## src/common/periph_pkg.sv

```systemverilog
// Peripheral window definitions

package periph_pkg;

	// ----------------------------------------------------------------------
	// bus and payload types
	// ----------------------------------------------------------------------

	// byte offset inside the peripheral window
	typedef logic [15:0] addr_t;

	// register data word
	typedef logic [31:0] data_t;

	// machine timer count and compare
	typedef logic [63:0] mtime_t;

	// uart transmit payload
	typedef logic [7:0] uart_byte_t;

	// ----------------------------------------------------------------------
	// register map
	// ----------------------------------------------------------------------

	// low address bits that do not take part in decode
	localparam int BYTE_OFS_BITS = 2;

	// uart block base, bit 14 picks the block
	localparam addr_t UART_BASE = 16'h4000;

	// timer block at offset zero
	localparam addr_t TIMER_CTRL_OFS     = 16'h0000;
	localparam addr_t TIMER_MTIME_LO_OFS = 16'h0008;
	localparam addr_t TIMER_MTIME_HI_OFS = 16'h000c;
	localparam addr_t TIMER_CMP_LO_OFS   = 16'h0010;
	localparam addr_t TIMER_CMP_HI_OFS   = 16'h0014;

	// uart registers
	localparam addr_t UART_TXDATA_OFS = UART_BASE + 16'h0000;
	localparam addr_t UART_STATUS_OFS = UART_BASE + 16'h0004;

	// control register fields
	localparam int TIMER_CTRL_EN_BIT = 0;

	// status register fields
	localparam int UART_STATUS_BUSY_BIT = 0;

endpackage

```

## src/periph_ctrl.sv

```systemverilog
// Register port decoder
`timescale 1ns/1ps

module periph_ctrl (
	input  logic                   clk,
	input  logic                   rst_n,
	input  logic                   req_valid,
	input  logic                   req_write,
	input  periph_pkg::addr_t      req_addr,
	input  periph_pkg::data_t      req_wdata,
	input  periph_pkg::data_t      timer_rdata,
	input  logic                   uart_busy,
	output logic                   rsp_valid,
	output periph_pkg::data_t      rsp_rdata,
	output logic                   rsp_err,
	output logic                   timer_wr,
	output logic [2:0]             timer_sel,
	output periph_pkg::data_t      timer_wdata,
	output logic                   uart_wr,
	output periph_pkg::uart_byte_t uart_wdata
);

	localparam int AW      = $bits(periph_pkg::addr_t);
	localparam int BLK_BIT = $clog2(periph_pkg::UART_BASE);
	localparam int WW      = AW - periph_pkg::BYTE_OFS_BITS;

	// word index of a register offset
	function automatic logic [WW-1:0] word_of(input periph_pkg::addr_t ofs);
		return ofs[AW-1:periph_pkg::BYTE_OFS_BITS];
	endfunction

	logic [WW-1:0]     word;
	logic              blk_uart;
	logic              hit_timer;
	logic              hit_txd;
	logic              hit_stat;
	logic              err;
	periph_pkg::data_t rd_val;

	// ----------------------------------------------------------------------
	// address decode
	// ----------------------------------------------------------------------

	assign word     = req_addr[AW-1:periph_pkg::BYTE_OFS_BITS];
	assign blk_uart = req_addr[BLK_BIT];

	assign hit_timer = !blk_uart && (
		word == word_of(periph_pkg::TIMER_CTRL_OFS) ||
		word == word_of(periph_pkg::TIMER_MTIME_LO_OFS) ||
		word == word_of(periph_pkg::TIMER_MTIME_HI_OFS) ||
		word == word_of(periph_pkg::TIMER_CMP_LO_OFS) ||
		word == word_of(periph_pkg::TIMER_CMP_HI_OFS));

	assign hit_txd  = blk_uart && word == word_of(periph_pkg::UART_TXDATA_OFS);
	assign hit_stat = blk_uart && word == word_of(periph_pkg::UART_STATUS_OFS);

	// unmapped, status write, or tx write while a frame is running
	assign err = !(hit_timer || hit_txd || hit_stat) ||
		(req_write && hit_stat) ||
		(req_write && hit_txd && uart_busy);

	// ----------------------------------------------------------------------
	// peripheral strobes
	// ----------------------------------------------------------------------

	assign timer_sel   = req_addr[periph_pkg::BYTE_OFS_BITS +: 3];
	assign timer_wr    = req_valid && req_write && hit_timer;
	assign timer_wdata = req_wdata;

	// a busy uart drops the byte
	assign uart_wr    = req_valid && req_write && hit_txd && !uart_busy;
	assign uart_wdata = req_wdata[$bits(periph_pkg::uart_byte_t)-1:0];

	// read mux, txdata reads as zero
	always_comb begin
		rd_val = '0;
		if (hit_timer) begin
			rd_val = timer_rdata;
		end else if (hit_stat) begin
			rd_val[periph_pkg::UART_STATUS_BUSY_BIT] = uart_busy;
		end
	end

	// ----------------------------------------------------------------------
	// response, one cycle after the request
	// ----------------------------------------------------------------------

	always_ff @(posedge clk or negedge rst_n) begin
		if (!rst_n) begin
			rsp_valid <= 1'b0;
			rsp_err   <= 1'b0;
		end else begin
			rsp_valid <= req_valid;
			rsp_err   <= req_valid && err;
		end
	end

	always_ff @(posedge clk) begin
		rsp_rdata <= (req_valid && !req_write && !err) ? rd_val : '0;
	end

	// an accepted byte keeps the uart busy from the next cycle on
	a_txd_sets_busy: assert property (
		@(posedge clk) disable iff (!rst_n) uart_wr |=> uart_busy);

endmodule

```

## src/timer/us_tick_gen.sv

```systemverilog
// Microsecond tick generator
`timescale 1ns/1ps

module us_tick_gen #(
	parameter int CLK_MHZ = 27
) (
	input  logic clk,
	input  logic rst_n,
	output logic tick
);

	localparam int CTR_W = (CLK_MHZ > 1) ? $clog2(CLK_MHZ) : 1;
	localparam logic [CTR_W-1:0] RELOAD = CTR_W'(CLK_MHZ - 1);

	logic [CTR_W-1:0] ctr;

	// down-counter, tick on the cycle after it hits zero
	always_ff @(posedge clk or negedge rst_n) begin
		if (!rst_n) begin
			ctr  <= RELOAD;
			tick <= 1'b0;
		end else begin
			if (ctr == '0) begin
				ctr <= RELOAD;
			end else begin
				ctr <= ctr - 1'b1;
			end
			tick <= (ctr == '0);
		end
	end

endmodule

```

## src/timer/mtime_timer.sv

```systemverilog
// RISC-V machine timer
`timescale 1ns/1ps

module mtime_timer (
	input  logic              clk,
	input  logic              rst_n,
	input  logic              tick,
	input  logic              halt,
	input  logic              wr,
	input  logic [2:0]        sel,
	input  periph_pkg::data_t wdata,
	output periph_pkg::data_t rdata,
	output logic              timer_irq
);

	localparam int DW = $bits(periph_pkg::data_t);
	localparam int MW = $bits(periph_pkg::mtime_t);

	// register index inside the timer block
	localparam logic [2:0] SEL_CTRL =
		3'(periph_pkg::TIMER_CTRL_OFS >> periph_pkg::BYTE_OFS_BITS);
	localparam logic [2:0] SEL_MTIME_LO =
		3'(periph_pkg::TIMER_MTIME_LO_OFS >> periph_pkg::BYTE_OFS_BITS);
	localparam logic [2:0] SEL_MTIME_HI =
		3'(periph_pkg::TIMER_MTIME_HI_OFS >> periph_pkg::BYTE_OFS_BITS);
	localparam logic [2:0] SEL_CMP_LO =
		3'(periph_pkg::TIMER_CMP_LO_OFS >> periph_pkg::BYTE_OFS_BITS);
	localparam logic [2:0] SEL_CMP_HI =
		3'(periph_pkg::TIMER_CMP_HI_OFS >> periph_pkg::BYTE_OFS_BITS);

	logic               enable;
	periph_pkg::mtime_t mtime;
	periph_pkg::mtime_t mtimecmp;
	logic               mtime_wr;
	logic               count_en;

	assign mtime_wr = wr && (sel == SEL_MTIME_LO || sel == SEL_MTIME_HI);

	// frozen while the hart is halted
	assign count_en = tick && enable && !halt;

	// ----------------------------------------------------------------------
	// registers
	// ----------------------------------------------------------------------

	always_ff @(posedge clk or negedge rst_n) begin
		if (!rst_n) begin
			enable    <= 1'b0;
			mtime     <= '0;
			mtimecmp  <= '1;
			timer_irq <= 1'b0;
		end else begin
			if (wr) begin
				case (sel)
					SEL_CTRL:     enable <= wdata[periph_pkg::TIMER_CTRL_EN_BIT];
					SEL_MTIME_LO: mtime[DW-1:0] <= wdata;
					SEL_MTIME_HI: mtime[MW-1:DW] <= wdata;
					SEL_CMP_LO:   mtimecmp[DW-1:0] <= wdata;
					SEL_CMP_HI:   mtimecmp[MW-1:DW] <= wdata;
					default: ;
				endcase
			end
			// a write to mtime wins over the tick
			if (count_en && !mtime_wr) begin
				mtime <= mtime + 1'b1;
			end
			timer_irq <= enable && (mtime >= mtimecmp);
		end
	end

	// ----------------------------------------------------------------------
	// read back
	// ----------------------------------------------------------------------

	always_comb begin
		rdata = '0;
		case (sel)
			SEL_CTRL:     rdata[periph_pkg::TIMER_CTRL_EN_BIT] = enable;
			SEL_MTIME_LO: rdata = mtime[DW-1:0];
			SEL_MTIME_HI: rdata = mtime[MW-1:DW];
			SEL_CMP_LO:   rdata = mtimecmp[DW-1:0];
			SEL_CMP_HI:   rdata = mtimecmp[MW-1:DW];
			default:      rdata = '0;
		endcase
	end

	// count only moves on a tick from the timebase or a bus write
	a_mtime_stable: assert property (
		@(posedge clk) disable iff (!rst_n) !(tick || mtime_wr) |=> $stable(mtime));

endmodule

```

## src/uart/uart_tx.sv

```systemverilog
// UART transmitter
`timescale 1ns/1ps

module uart_tx #(
	parameter int CLKS_PER_BIT = 234
) (
	input  logic                   clk,
	input  logic                   rst_n,
	input  logic                   wr,
	input  periph_pkg::uart_byte_t wdata,
	output logic                   busy,
	output logic                   tx
);

	localparam int BW     = $bits(periph_pkg::uart_byte_t);
	localparam int BAUD_W = (CLKS_PER_BIT > 1) ? $clog2(CLKS_PER_BIT) : 1;
	localparam logic [BAUD_W-1:0] BAUD_RELOAD = BAUD_W'(CLKS_PER_BIT - 1);

	// data bits plus stop bit still to go after the start bit
	localparam logic [3:0] FRAME_REST = 4'(BW + 1);

	logic [BW:0]       shreg;
	logic [3:0]        bits_left;
	logic [BAUD_W-1:0] baud_cnt;
	logic              bit_end;
	logic              shift_en;

	assign bit_end  = busy && (baud_cnt == '0);
	assign shift_en = bit_end && (bits_left != '0);

	// ----------------------------------------------------------------------
	// bit timing and line state
	// ----------------------------------------------------------------------

	always_ff @(posedge clk or negedge rst_n) begin
		if (!rst_n) begin
			busy      <= 1'b0;
			tx        <= 1'b1;
			bits_left <= '0;
			baud_cnt  <= '0;
		end else if (wr) begin
			// start bit goes out right away
			busy      <= 1'b1;
			tx        <= 1'b0;
			bits_left <= FRAME_REST;
			baud_cnt  <= BAUD_RELOAD;
		end else if (busy) begin
			if (bit_end) begin
				baud_cnt <= BAUD_RELOAD;
				if (shift_en) begin
					tx        <= shreg[0];
					bits_left <= bits_left - 1'b1;
				end else begin
					// stop bit has run its full period
					busy <= 1'b0;
				end
			end else begin
				baud_cnt <= baud_cnt - 1'b1;
			end
		end
	end

	// data lsb first, stop bit on top
	always_ff @(posedge clk) begin
		if (wr) begin
			shreg <= {1'b1, wdata};
		end else if (shift_en) begin
			shreg <= {1'b1, shreg[BW:1]};
		end
	end

	// decoder must hold writes back during a frame
	a_no_wr_busy: assert property (
		@(posedge clk) disable iff (!rst_n) wr |-> !busy);

endmodule

```

## src/periph_top.sv

```systemverilog
// Peripheral subsystem top
`timescale 1ns/1ps

module periph_top #(
	parameter int CLK_MHZ      = 27,
	parameter int CLKS_PER_BIT = 234
) (
	input  logic              clk,
	input  logic              rst_n,
	input  logic              req_valid,
	input  logic              req_write,
	input  periph_pkg::addr_t req_addr,
	input  periph_pkg::data_t req_wdata,
	input  logic              halt,
	output logic              rsp_valid,
	output periph_pkg::data_t rsp_rdata,
	output logic              rsp_err,
	output logic              timer_irq,
	output logic              uart_tx
);

	logic                   tick;
	logic                   timer_wr;
	logic [2:0]             timer_sel;
	periph_pkg::data_t      timer_wdata;
	periph_pkg::data_t      timer_rdata;
	logic                   uart_wr;
	periph_pkg::uart_byte_t uart_wdata;
	logic                   uart_busy;

	periph_ctrl i_ctrl (
		.clk         (clk),
		.rst_n       (rst_n),
		.req_valid   (req_valid),
		.req_write   (req_write),
		.req_addr    (req_addr),
		.req_wdata   (req_wdata),
		.timer_rdata (timer_rdata),
		.uart_busy   (uart_busy),
		.rsp_valid   (rsp_valid),
		.rsp_rdata   (rsp_rdata),
		.rsp_err     (rsp_err),
		.timer_wr    (timer_wr),
		.timer_sel   (timer_sel),
		.timer_wdata (timer_wdata),
		.uart_wr     (uart_wr),
		.uart_wdata  (uart_wdata)
	);

	us_tick_gen #(.CLK_MHZ(CLK_MHZ)) i_tick (.clk(clk), .rst_n(rst_n), .tick(tick));

	mtime_timer i_timer (
		.clk       (clk),
		.rst_n     (rst_n),
		.tick      (tick),
		.halt      (halt),
		.wr        (timer_wr),
		.sel       (timer_sel),
		.wdata     (timer_wdata),
		.rdata     (timer_rdata),
		.timer_irq (timer_irq)
	);

	uart_tx #(.CLKS_PER_BIT(CLKS_PER_BIT)) i_uart (
		.clk   (clk),
		.rst_n (rst_n),
		.wr    (uart_wr),
		.wdata (uart_wdata),
		.busy  (uart_busy),
		.tx    (uart_tx)
	);

endmodule

```

## config.mk

```make
export PLATFORM = sky130hd
export DESIGN_NAME = periph_top
export DESIGN_NICKNAME = d
export VERILOG_FILES = /design/src/common/periph_pkg.sv /design/src/periph_ctrl.sv /design/src/timer/us_tick_gen.sv /design/src/timer/mtime_timer.sv /design/src/uart/uart_tx.sv /design/src/periph_top.sv
export SDC_FILE = /design/constraint.sdc
export NUM_CORES = 1
export LEC_CHECK = 0
export ABC_AREA = 1
export BUFFER_PORTS_ARGS = -buffer_cell sky130_fd_sc_hd__buf_2
export CAP_MARGIN = 20
export CORE_ASPECT_RATIO = 0.75
export CORE_MARGIN = 10
export CORE_UTILIZATION = 48
export CTS_CLUSTER_DIAMETER = 150
export DETAILED_ROUTE_END_ITERATION = 8
export PLACE_DENSITY = 0.63
export SLEW_MARGIN = 20
export SYNTH_ARGS = -nofsm -noshare
export SYNTH_HDL_FRONTEND = slang
export SYNTH_SLANG_ARGS = --single-unit
```

## constraint.sdc

```tcl
create_clock -name clk -period 2.3 [get_ports clk]
set_clock_uncertainty 0.15 [all_clocks]
set_input_delay 0.46 -clock clk [delete_from_list [all_inputs] [get_ports clk]]
set_output_delay 0.46 -clock clk [all_outputs]
set_load 0.02 [all_outputs]
```

==> run summary, run 1 <==
Status - finished clean
# diodes - 0
Grt total ovfl - 0
DR pass1 iterations - 6
Rows - 50
Synth area leader - dfrtp_1
Clock Path Buffers - 2
Minimum clock period - 2.247 ns
Post-route cell area - 14780 um2
Pre-CTS setup slack - 0.02272 ns
Hold Vio Cnt, Final - 0
Pleak - 6.663 nW
Power Dens Cells - 468.1 nW/um2
Layout cells sized above 1 - 0.1917
Pint - 5.150 mW
Critical path startpoint category - flip-flop
Final hold slack - 0.03563 ns
Synth Cell Area - 12350 um2
Most common library cells after synthesis - nand2_1, nand3_1, inv_1, nor2_1, o21ai_0
WS Path Type - reg2reg
HP Class - in2reg
Largest net degree at the start of global routing - 71
Cts bufs inserted - 17
Core area - 25150 um2
Max-cap viol count - 0
Crit-path max FO - 5
H-tree depth - 4
Max-slew violations - 0
GPL Wtd Cong - 1.060
Logic pwr share - 0.051
Most frequent cell after synthesis - nand2_1
Synth Warn # - 0
Critical Path End Type - flip-flop
Layout net count - 2044
Finish-stage setup viols - 0
Met2 WL - 18370 um
FILL cells - 2421
GRT Util Overall - 0.2664
ANT nets after route - 0
Measured slew at the worst slew-check pin - 0.5236 ns
Final Routed Wirelength - 43380 um
Syn_nets - 1853
Placement Cell Area - 14120 um2
Fin crit share - 0.9769
Clock latency on the worst-skew pair - 0.46 ns
Die W - 205.2 um
DR top layer - met4
Net Sw Power - 1.768 mW
First-pass GRT wire length - 68000 um
Starting Density - 0.4911
Crit path DAT - 2.42 ns
Slew margin rel. - 0.6482
Achievable Freq - 445.1 MHz
Die height - 158.9 um
Vias in the first global route - 11900
Root Buffer - clkbuf_16
Final setup margin - 0.05306 ns
Initial DRC count - 1139
CTS tree - yes
I/O pin cnt - 89
Sw frac - 0.2556
Initial antenna violation count - 0
Async S/R FF share, synth - 0.7917
Worst VDD drop - 522.8 uV
Top cells by area, synth - dfrtp_1, nand2_1, dfstp_2, nand3_1, ha_1
Count of flip-flops with a built-in enable after synthesis - 8
Clock Power Share - 0.455
Vias per cell - 5.469
IO Port Bufs - 86
Per-cell routed wire length - 19.09 um
Cells after DPL - 2238
Met3 routed WL - 3762 um
Synth Flop Type - dfrtp_1
WL met1 - 20580 um
Post-synthesis sequential area ratio - 0.3861
Die area - 32620 um2
Post-Syn Instances - 1731
Seq cells post-synth - 192
Cell Count, Final, Fillers Out - 2273
Yosys top cell area share - 0.1702
Avg Inst Size Synth - 7.136 um2
DRC Markers - 0
Post-synth cell types - 45
Synth-to-layout area growth - 19.65%
Sequential Power Share - 0.493
Clk sinks - 192
Routed vias - 12430
Worst-path clk slew - 0.08 ns
Worst Path Required - 2.47 ns
Hpwl dp - 34160 um
state kept, by name, indices dropped and copies added, names as in the netlist:
signal / cells
i_uart.baud_cnt: 8
i_timer.mtime: 64
i_tick.ctr: 5
i_uart.shreg: 8
i_uart.bits_left: 4
i_uart.tx: 1
i_timer.enable: 1
i_timer.timer_irq: 1
i_ctrl.rsp_rdata: 32
i_ctrl.rsp_valid: 1
i_ctrl.rsp_err: 1
i_uart.busy: 1
i_timer.mtimecmp: 64
i_tick.tick: 1
cells by family after synthesis:
family / count (synthesis) / share of synthesized area
simple gates: 952 / 0.3323
buf+inv: 288 / 0.09370
compound gates: 197 / 0.09461
flops: 192 / 0.3861
fa+ha+maj: 69 / 0.06989
xor+xnor: 33 / 0.02340
final timing paths:
| kind | from | to | slack (ns) | cells past startpoint |
|---|---|---|---|---|
| setup / recovery | i_timer.mtime[35] | i_timer.mtime[40] | 0.05 | 10 |
| hold / removal | req_valid | i_ctrl.rsp_valid | 0.04 | 1 |
| setup reg to reg | i_timer.mtime[35] | i_timer.mtime[40] | 0.05 | 10 |
| hold reg to reg | i_tick.ctr[4] | i_tick.ctr[4] | 0.33 | 2 |
| max in group asynchronous | rst_n | i_timer.mtimecmp[6] | 0.93 | 3 |
| min in group asynchronous | rst_n | i_uart.baud_cnt[1] | 0.34 | 2 |
power groups by stage:
| stage | Clock (mW) | Sequential [mW] | Combinational, mW |
|---|---|---|---|
| 2_1_floorplan | 0 | 3.48 | 0.113 |
| 3_3_place_gp | 0 | 3.48 | 0.345 |
| 3_5_place_dp | 0 | 3.48 | 0.350 |
| 4_1_cts | 3.20 | 3.41 | 0.353 |
| 5_1_grt | 3.33 | 3.41 | 0.390 |
| 6_report | 3.15 | 3.41 | 0.355 |
per-layer routing:
layer / GRT usage / vias to the layer above
met4: 0.06202 / 0
met1: 0.3932 / 5866
met5: 0 / -
li1: - / 6048
met2: 0.3855 / 468
met3: 0.05788 / 48
cells in the final DEF (no fill, tap or decap), types with 5 or more instances in the layout:
cell       count
dfxtp_1       32
xor2_1        24
nand2_2        6
o21ai_0       88
ha_1          68
buf_12        10
o21ai_1       13
nor2_1       145
inv_1        221
nor2_2         5
nor3_2         8
xnor2_1        9
nand3_1      224
inv_2          6
nand2_1      485
a221oi_1      15
o211ai_1      10
o22ai_1       19
dfstp_2       68
dfrtp_1       80
buf_4        135
inv_6          7
a21oi_1       29
nand4_1       33
buf_2         85
edfxtp_1       8
nor3_1        27
a41oi_1       16
clkbuf_16     17
layout make-up:
class	count	area, um2	area share
multi-input cells	1251	6474	0.4380
flip-flops and latches	192	4775	0.3231
repair buffers	232	1660	0.1123
inverters	228	855.8	0.05791
clock buffers	17	425.4	0.02878
well taps	338	422.9	0.02861
clock inverters	15	166.4	0.01126
what timing repair did:
action                     CTS  global route
resized for setup            0            13
setup endpoints to repair    0            28
buffers inserted             0             2
hold endpoints to repair    25             0
hold buffers                 1             0
critical path, cell delays in order (launching register included):
cell and delay (ns):
dfrtp_1 0.45, nand2_1 0.14, nor3_1 0.36, nand2_1 0.14, nor2_1 0.18, buf_4 0.16, nand3_1 0.12, nand2_1 0.10
inv_1 0.03, o21ai_0 0.18, nand3_1 0.11
per-stage QoR:
step	setup TNS, ns	total power [mW]	util
2_1_floorplan	0	3.591	-
3_3_place_gp	0	3.821	0.5615
3_5_place_dp	0	3.826	0.5615
4_1_cts	0	6.961	0.5855
5_1_grt	-0.05073	7.136	0.5877
6_report	0	6.918	0.5877
Power figures use the tool's default switching activity.
==> inputs of run 2 (changes only) <==
--- a/config.mk
+++ b/config.mk
@@ -17,4 +17,5 @@
 export SLEW_MARGIN = 20
 export SYNTH_ARGS = -nofsm -noshare
 export SYNTH_HDL_FRONTEND = slang
+export SYNTH_HIERARCHICAL = 1
 export SYNTH_SLANG_ARGS = --single-unit
==> run 2 against run 1 <==
Critical path depth is 1 lower. Total power up 5.3%. Worst hold slack lost 0.0079 ns. Core utilization down 2.7 points. Flip-flop and latch count stayed put. Largest power group unchanged. Critical endpoint is now i_timer/mtime[59].
==> run summary, run 2 <==
Status - finished clean
Cts bufs inserted - 17 (unchanged)
Count of flip-flops with a built-in enable after synthesis - 8 (unchanged)
Final Routed Wirelength - 39720 um (-8.5%)
Per-cell routed wire length - 18.29 um (-4.2%)
Sw frac - 0.2600 (+0.004415)
Vias per cell - 5.374 (-1.7%)
Pre-CTS setup slack - -0.05273 ns (-0.07545 ns)
HP Class - in2reg
Seq cells post-synth - 192 (unchanged)
Largest net degree at the start of global routing - 65 (-8.5%)
Syn_nets - 1826 (-1.5%)
Fin crit share - 0.9412 (-0.03571)
Rows - 51 (+2.0%)
Most common library cells after synthesis - nand2_1, inv_1, nor2_1, o21ai_0, dfrtp_1
CP max stage cell - dfrtp_1
Top cells by area, synth - dfrtp_1, dfstp_2, nand2_1, inv_1, ha_1
Net Sw Power - 1.894 mW (+7.1%)
Die height - 161.2 um (+1.5%)
Avg Inst Size Synth - 7.493 um2 (+5.0%)
Clk sinks - 192 (unchanged)
Post-Syn Instances - 1704 (-1.6%)
Worst-path clk slew - 0.07 ns (about the same)
RSZ-0062 raised after global routing - yes
Die area - 33590 um2 (+3.0%)
Cells after DPL - 2139 (-4.4%)
Synth Warn # - 6 (+6)
Critical path startpoint category - flip-flop
Core area - 26100 um2 (+3.8%)
Hold endpoint - i_ctrl/rsp_valid
Layout cells sized above 1 - 0.2210 (+0.02928)
Slew margin rel. - 0.7197 (+0.07141)
Measured slew at the worst slew-check pin - 0.4173 ns (-0.1063 ns)
Async S/R FF share, synth - 0.7917 (unchanged)
# diodes - 0 (unchanged)
Beginning of the worst register-to-register path - i_timer/mtime[44]
Layout net count - 1937 (-5.2%)
Achievable Freq - 461.9 MHz (+3.8%)
Root Buffer - clkbuf_16
WS Path Type - reg2reg
Clock Power Share - 0.432 (-0.023)
Max stage delay on crit path - 0.45 ns (about the same)
Clock latency on the worst-skew pair - 0.45 ns (about the same)
Crit path top cell by count - nand2_1
Crit-path max FO - 4 (-1)
R2R cell count - 9 (-1)
Clock Path Buffers - 2 (unchanged)
Routed vias - 11670 (-6.1%)
Die W - 208.3 um (+1.5%)
Synth area leader - dfrtp_1
Hold_sp - req_valid
R2R setup slack - 0.14 ns (+0.08 ns)
Post-synth cell types - 47 (+4.4%)
Initial DRC count - 1124 (-1.3%)
Worst Hold Depth - 1 (unchanged)
Minimum clock period - 2.165 ns (-0.08214 ns)
DRC Markers - 0 (unchanged)
Sequential Power Share - 0.481 (-0.012)
Post-synthesis sequential area ratio - 0.3736 (-0.01256)
Starting Density - 0.4892 (-0.001955)
H-tree depth - 4 (unchanged)
CP Cell Sequence - inv_1, nor3_1, nand2_1, nor3b_1, nand3_1, nand2_1, nand2_1, nand2_1, nand2_1
IO Port Bufs - 86 (unchanged)
Synth-to-layout area growth - 14.66%
ANT nets after route - 0 (unchanged)
Yosys top cell area share - 0.1646 (-0.005537)
Grt total ovfl - 0 (unchanged)
FILL cells - 2521 (+4.1%)
Logic pwr share - 0.087 (+0.036)
Critical Path End Type - flip-flop
Multi-input gate area in the final layout - 6474 um2 (unchanged)
First-pass GRT wire length - 63180 um (-7.1%)
Cell Count, Final, Fillers Out - 2172 (-4.4%)
Hold Vio Cnt, Final - 0 (unchanged)
Final setup margin - 0.1352 ns (+0.08214 ns)
CTS tree - yes
Worst VDD drop - 446.2 uV (-15%)
GPL Wtd Cong - 0.9796 (-7.6%)
Most frequent cells in the layout - nand2_1, inv_1, nor2_1, o21ai_0
Max-slew violations - 0 (unchanged)
Max-cap viol count - 0 (unchanged)
Synth Cell Area - 12770 um2 (+3.4%)
Post-route cell area - 14640 um2 (-0.95%)
I/O pin cnt - 89 (unchanged)
Crit path DAT - 2.35 ns (-0.07 ns)
Pleak - 6.547 nW (-1.7%)
GRT Util Overall - 0.2348 (-0.03164)
Hpwl dp - 30420 um (-11%)
Final core utilization - 0.5609 (-0.02675)
Most common cell after layout, fill and taps aside - nand2_1
Worst Path Required - 2.48 ns (about the same)
Register area - 4770 um2 (-0.10%)
Vias in the first global route - 11180 (-6.1%)
DR pass1 iterations - 5 (-1)
Biggest regs - i_timer/mtime: 64 flops, i_timer/mtimecmp: 64 flops, i_ctrl/rsp_rdata: 32 flops
Finish-stage setup viols - 0 (unchanged)
Pint - 5.389 mW (+4.7%)
Power Dens Cells - 497.5 nW/um2 (+6.3%)
Most frequent cell after synthesis - nand2_1
Placement Cell Area - 13960 um2 (-1.2%)
Synth Flop Type - dfrtp_1
Initial antenna violation count - 0 (unchanged)
RR Endpoint - i_timer/mtime[59]
==> run 2: cell types whose count changed after synthesis, moves of 23 or more <==
cell,before,now
nand3_1,224,76
nand2_1,486,415
o221ai_1,0,44
inv_1,221,262
nor2_2,4,44
buf_4,11,45
a22oi_1,0,32
nor2_1,148,125
==> run 2: metrics by stage <==
step           power [mW]  TNS [ns]  hold slack, ns
2_1_floorplan       3.936         0         0.01441
3_3_place_gp        4.173   -0.2116          0.2323
3_5_place_dp        4.182    -1.161          0.2413
4_1_cts             7.341         0         0.01206
5_1_grt             7.580  -0.02124        0.008094
6_report            7.283         0         0.02768
==> run 2: layout make-up <==
cell class	instances	area share
multi-input combinational	1142	0.4422
sequential	192	0.3258
clock buffer	23	0.03564
tap	344	0.02940
timing repair buffer	183	0.08915
inverter	279	0.07154
clock inverter	9	0.006239
==> run 2: kinds of logic (layout without fill, tap and decap cells) <==
group,after synthesis,in the layout,synth area share
AO/OA/AOI/OAI,269,269,0.1343
XOR/XNOR,41,41,0.02813
adder cells (fa/ha/maj),69,69,0.06762
buffers and inverters,370,494,0.1248
flip-flops,192,192,0.3736
AND/OR/NAND/NOR,763,763,0.2717
==> run 2: layer usage <==
metal	part of all wire	vias to the layer above	GRT usage	wire length [um]
met4	0.011	0	0.04995	424
met5	0	-	0	0
met2	0.42	390	0.3389	16810
li1	-	5703	-	-
met3	0.072	24	0.04567	2842
met1	0.49	5555	0.3514	19640
==> run 2: worst max-delay path by stage <==
| stage | startpoint | depth (start not counted) | end |
|---|---|---|---|
| 2_1_floorplan | req_addr[7] | 12 | i_timer/mtime[6] |
| 3_3_place_gp | req_addr[7] | 13 | i_timer/mtime[31] |
| 3_5_place_dp | req_addr[6] | 12 | i_uart/shreg[1] |
| 4_1_cts | i_timer/mtimecmp[15] | 13 | i_timer/timer_irq |
| 5_1_grt | i_timer/mtimecmp[47] | 9 | i_timer/timer_irq |
| 6_report | i_timer/mtime[44] | 9 | i_timer/mtime[59] |
==> run 2: power by group through the flow <==
stage	clock, mW	combinational [mW]	sequential, mW
after floorplan	0	0.385	3.55
after global placement	0	0.608	3.56
after detailed placement	0	0.618	3.56
after CTS	3.21	0.625	3.50
after global routing	3.35	0.716	3.51
final	3.14	0.635	3.50
==> run 2: worst max-delay path, delay by kind of cell (launching register included) <==
| family | cells | cell delay (ns) |
|---|---|---|
| flops | 1 | 0.45 |
| buf+inv | 1 | 0.16 |
| simple gates | 8 | 1.28 |
==> run 2: repair_timing <==
| action | 4_1_cts | 5_1_grt |
|---|---|---|
| hold endpoints to repair | 18 | 0 |
| buffers inserted | 0 | 0 |
| hold buffers | 1 | 0 |
| resized for setup | 0 | 13 |
| setup endpoints to repair | 0 | 3 |
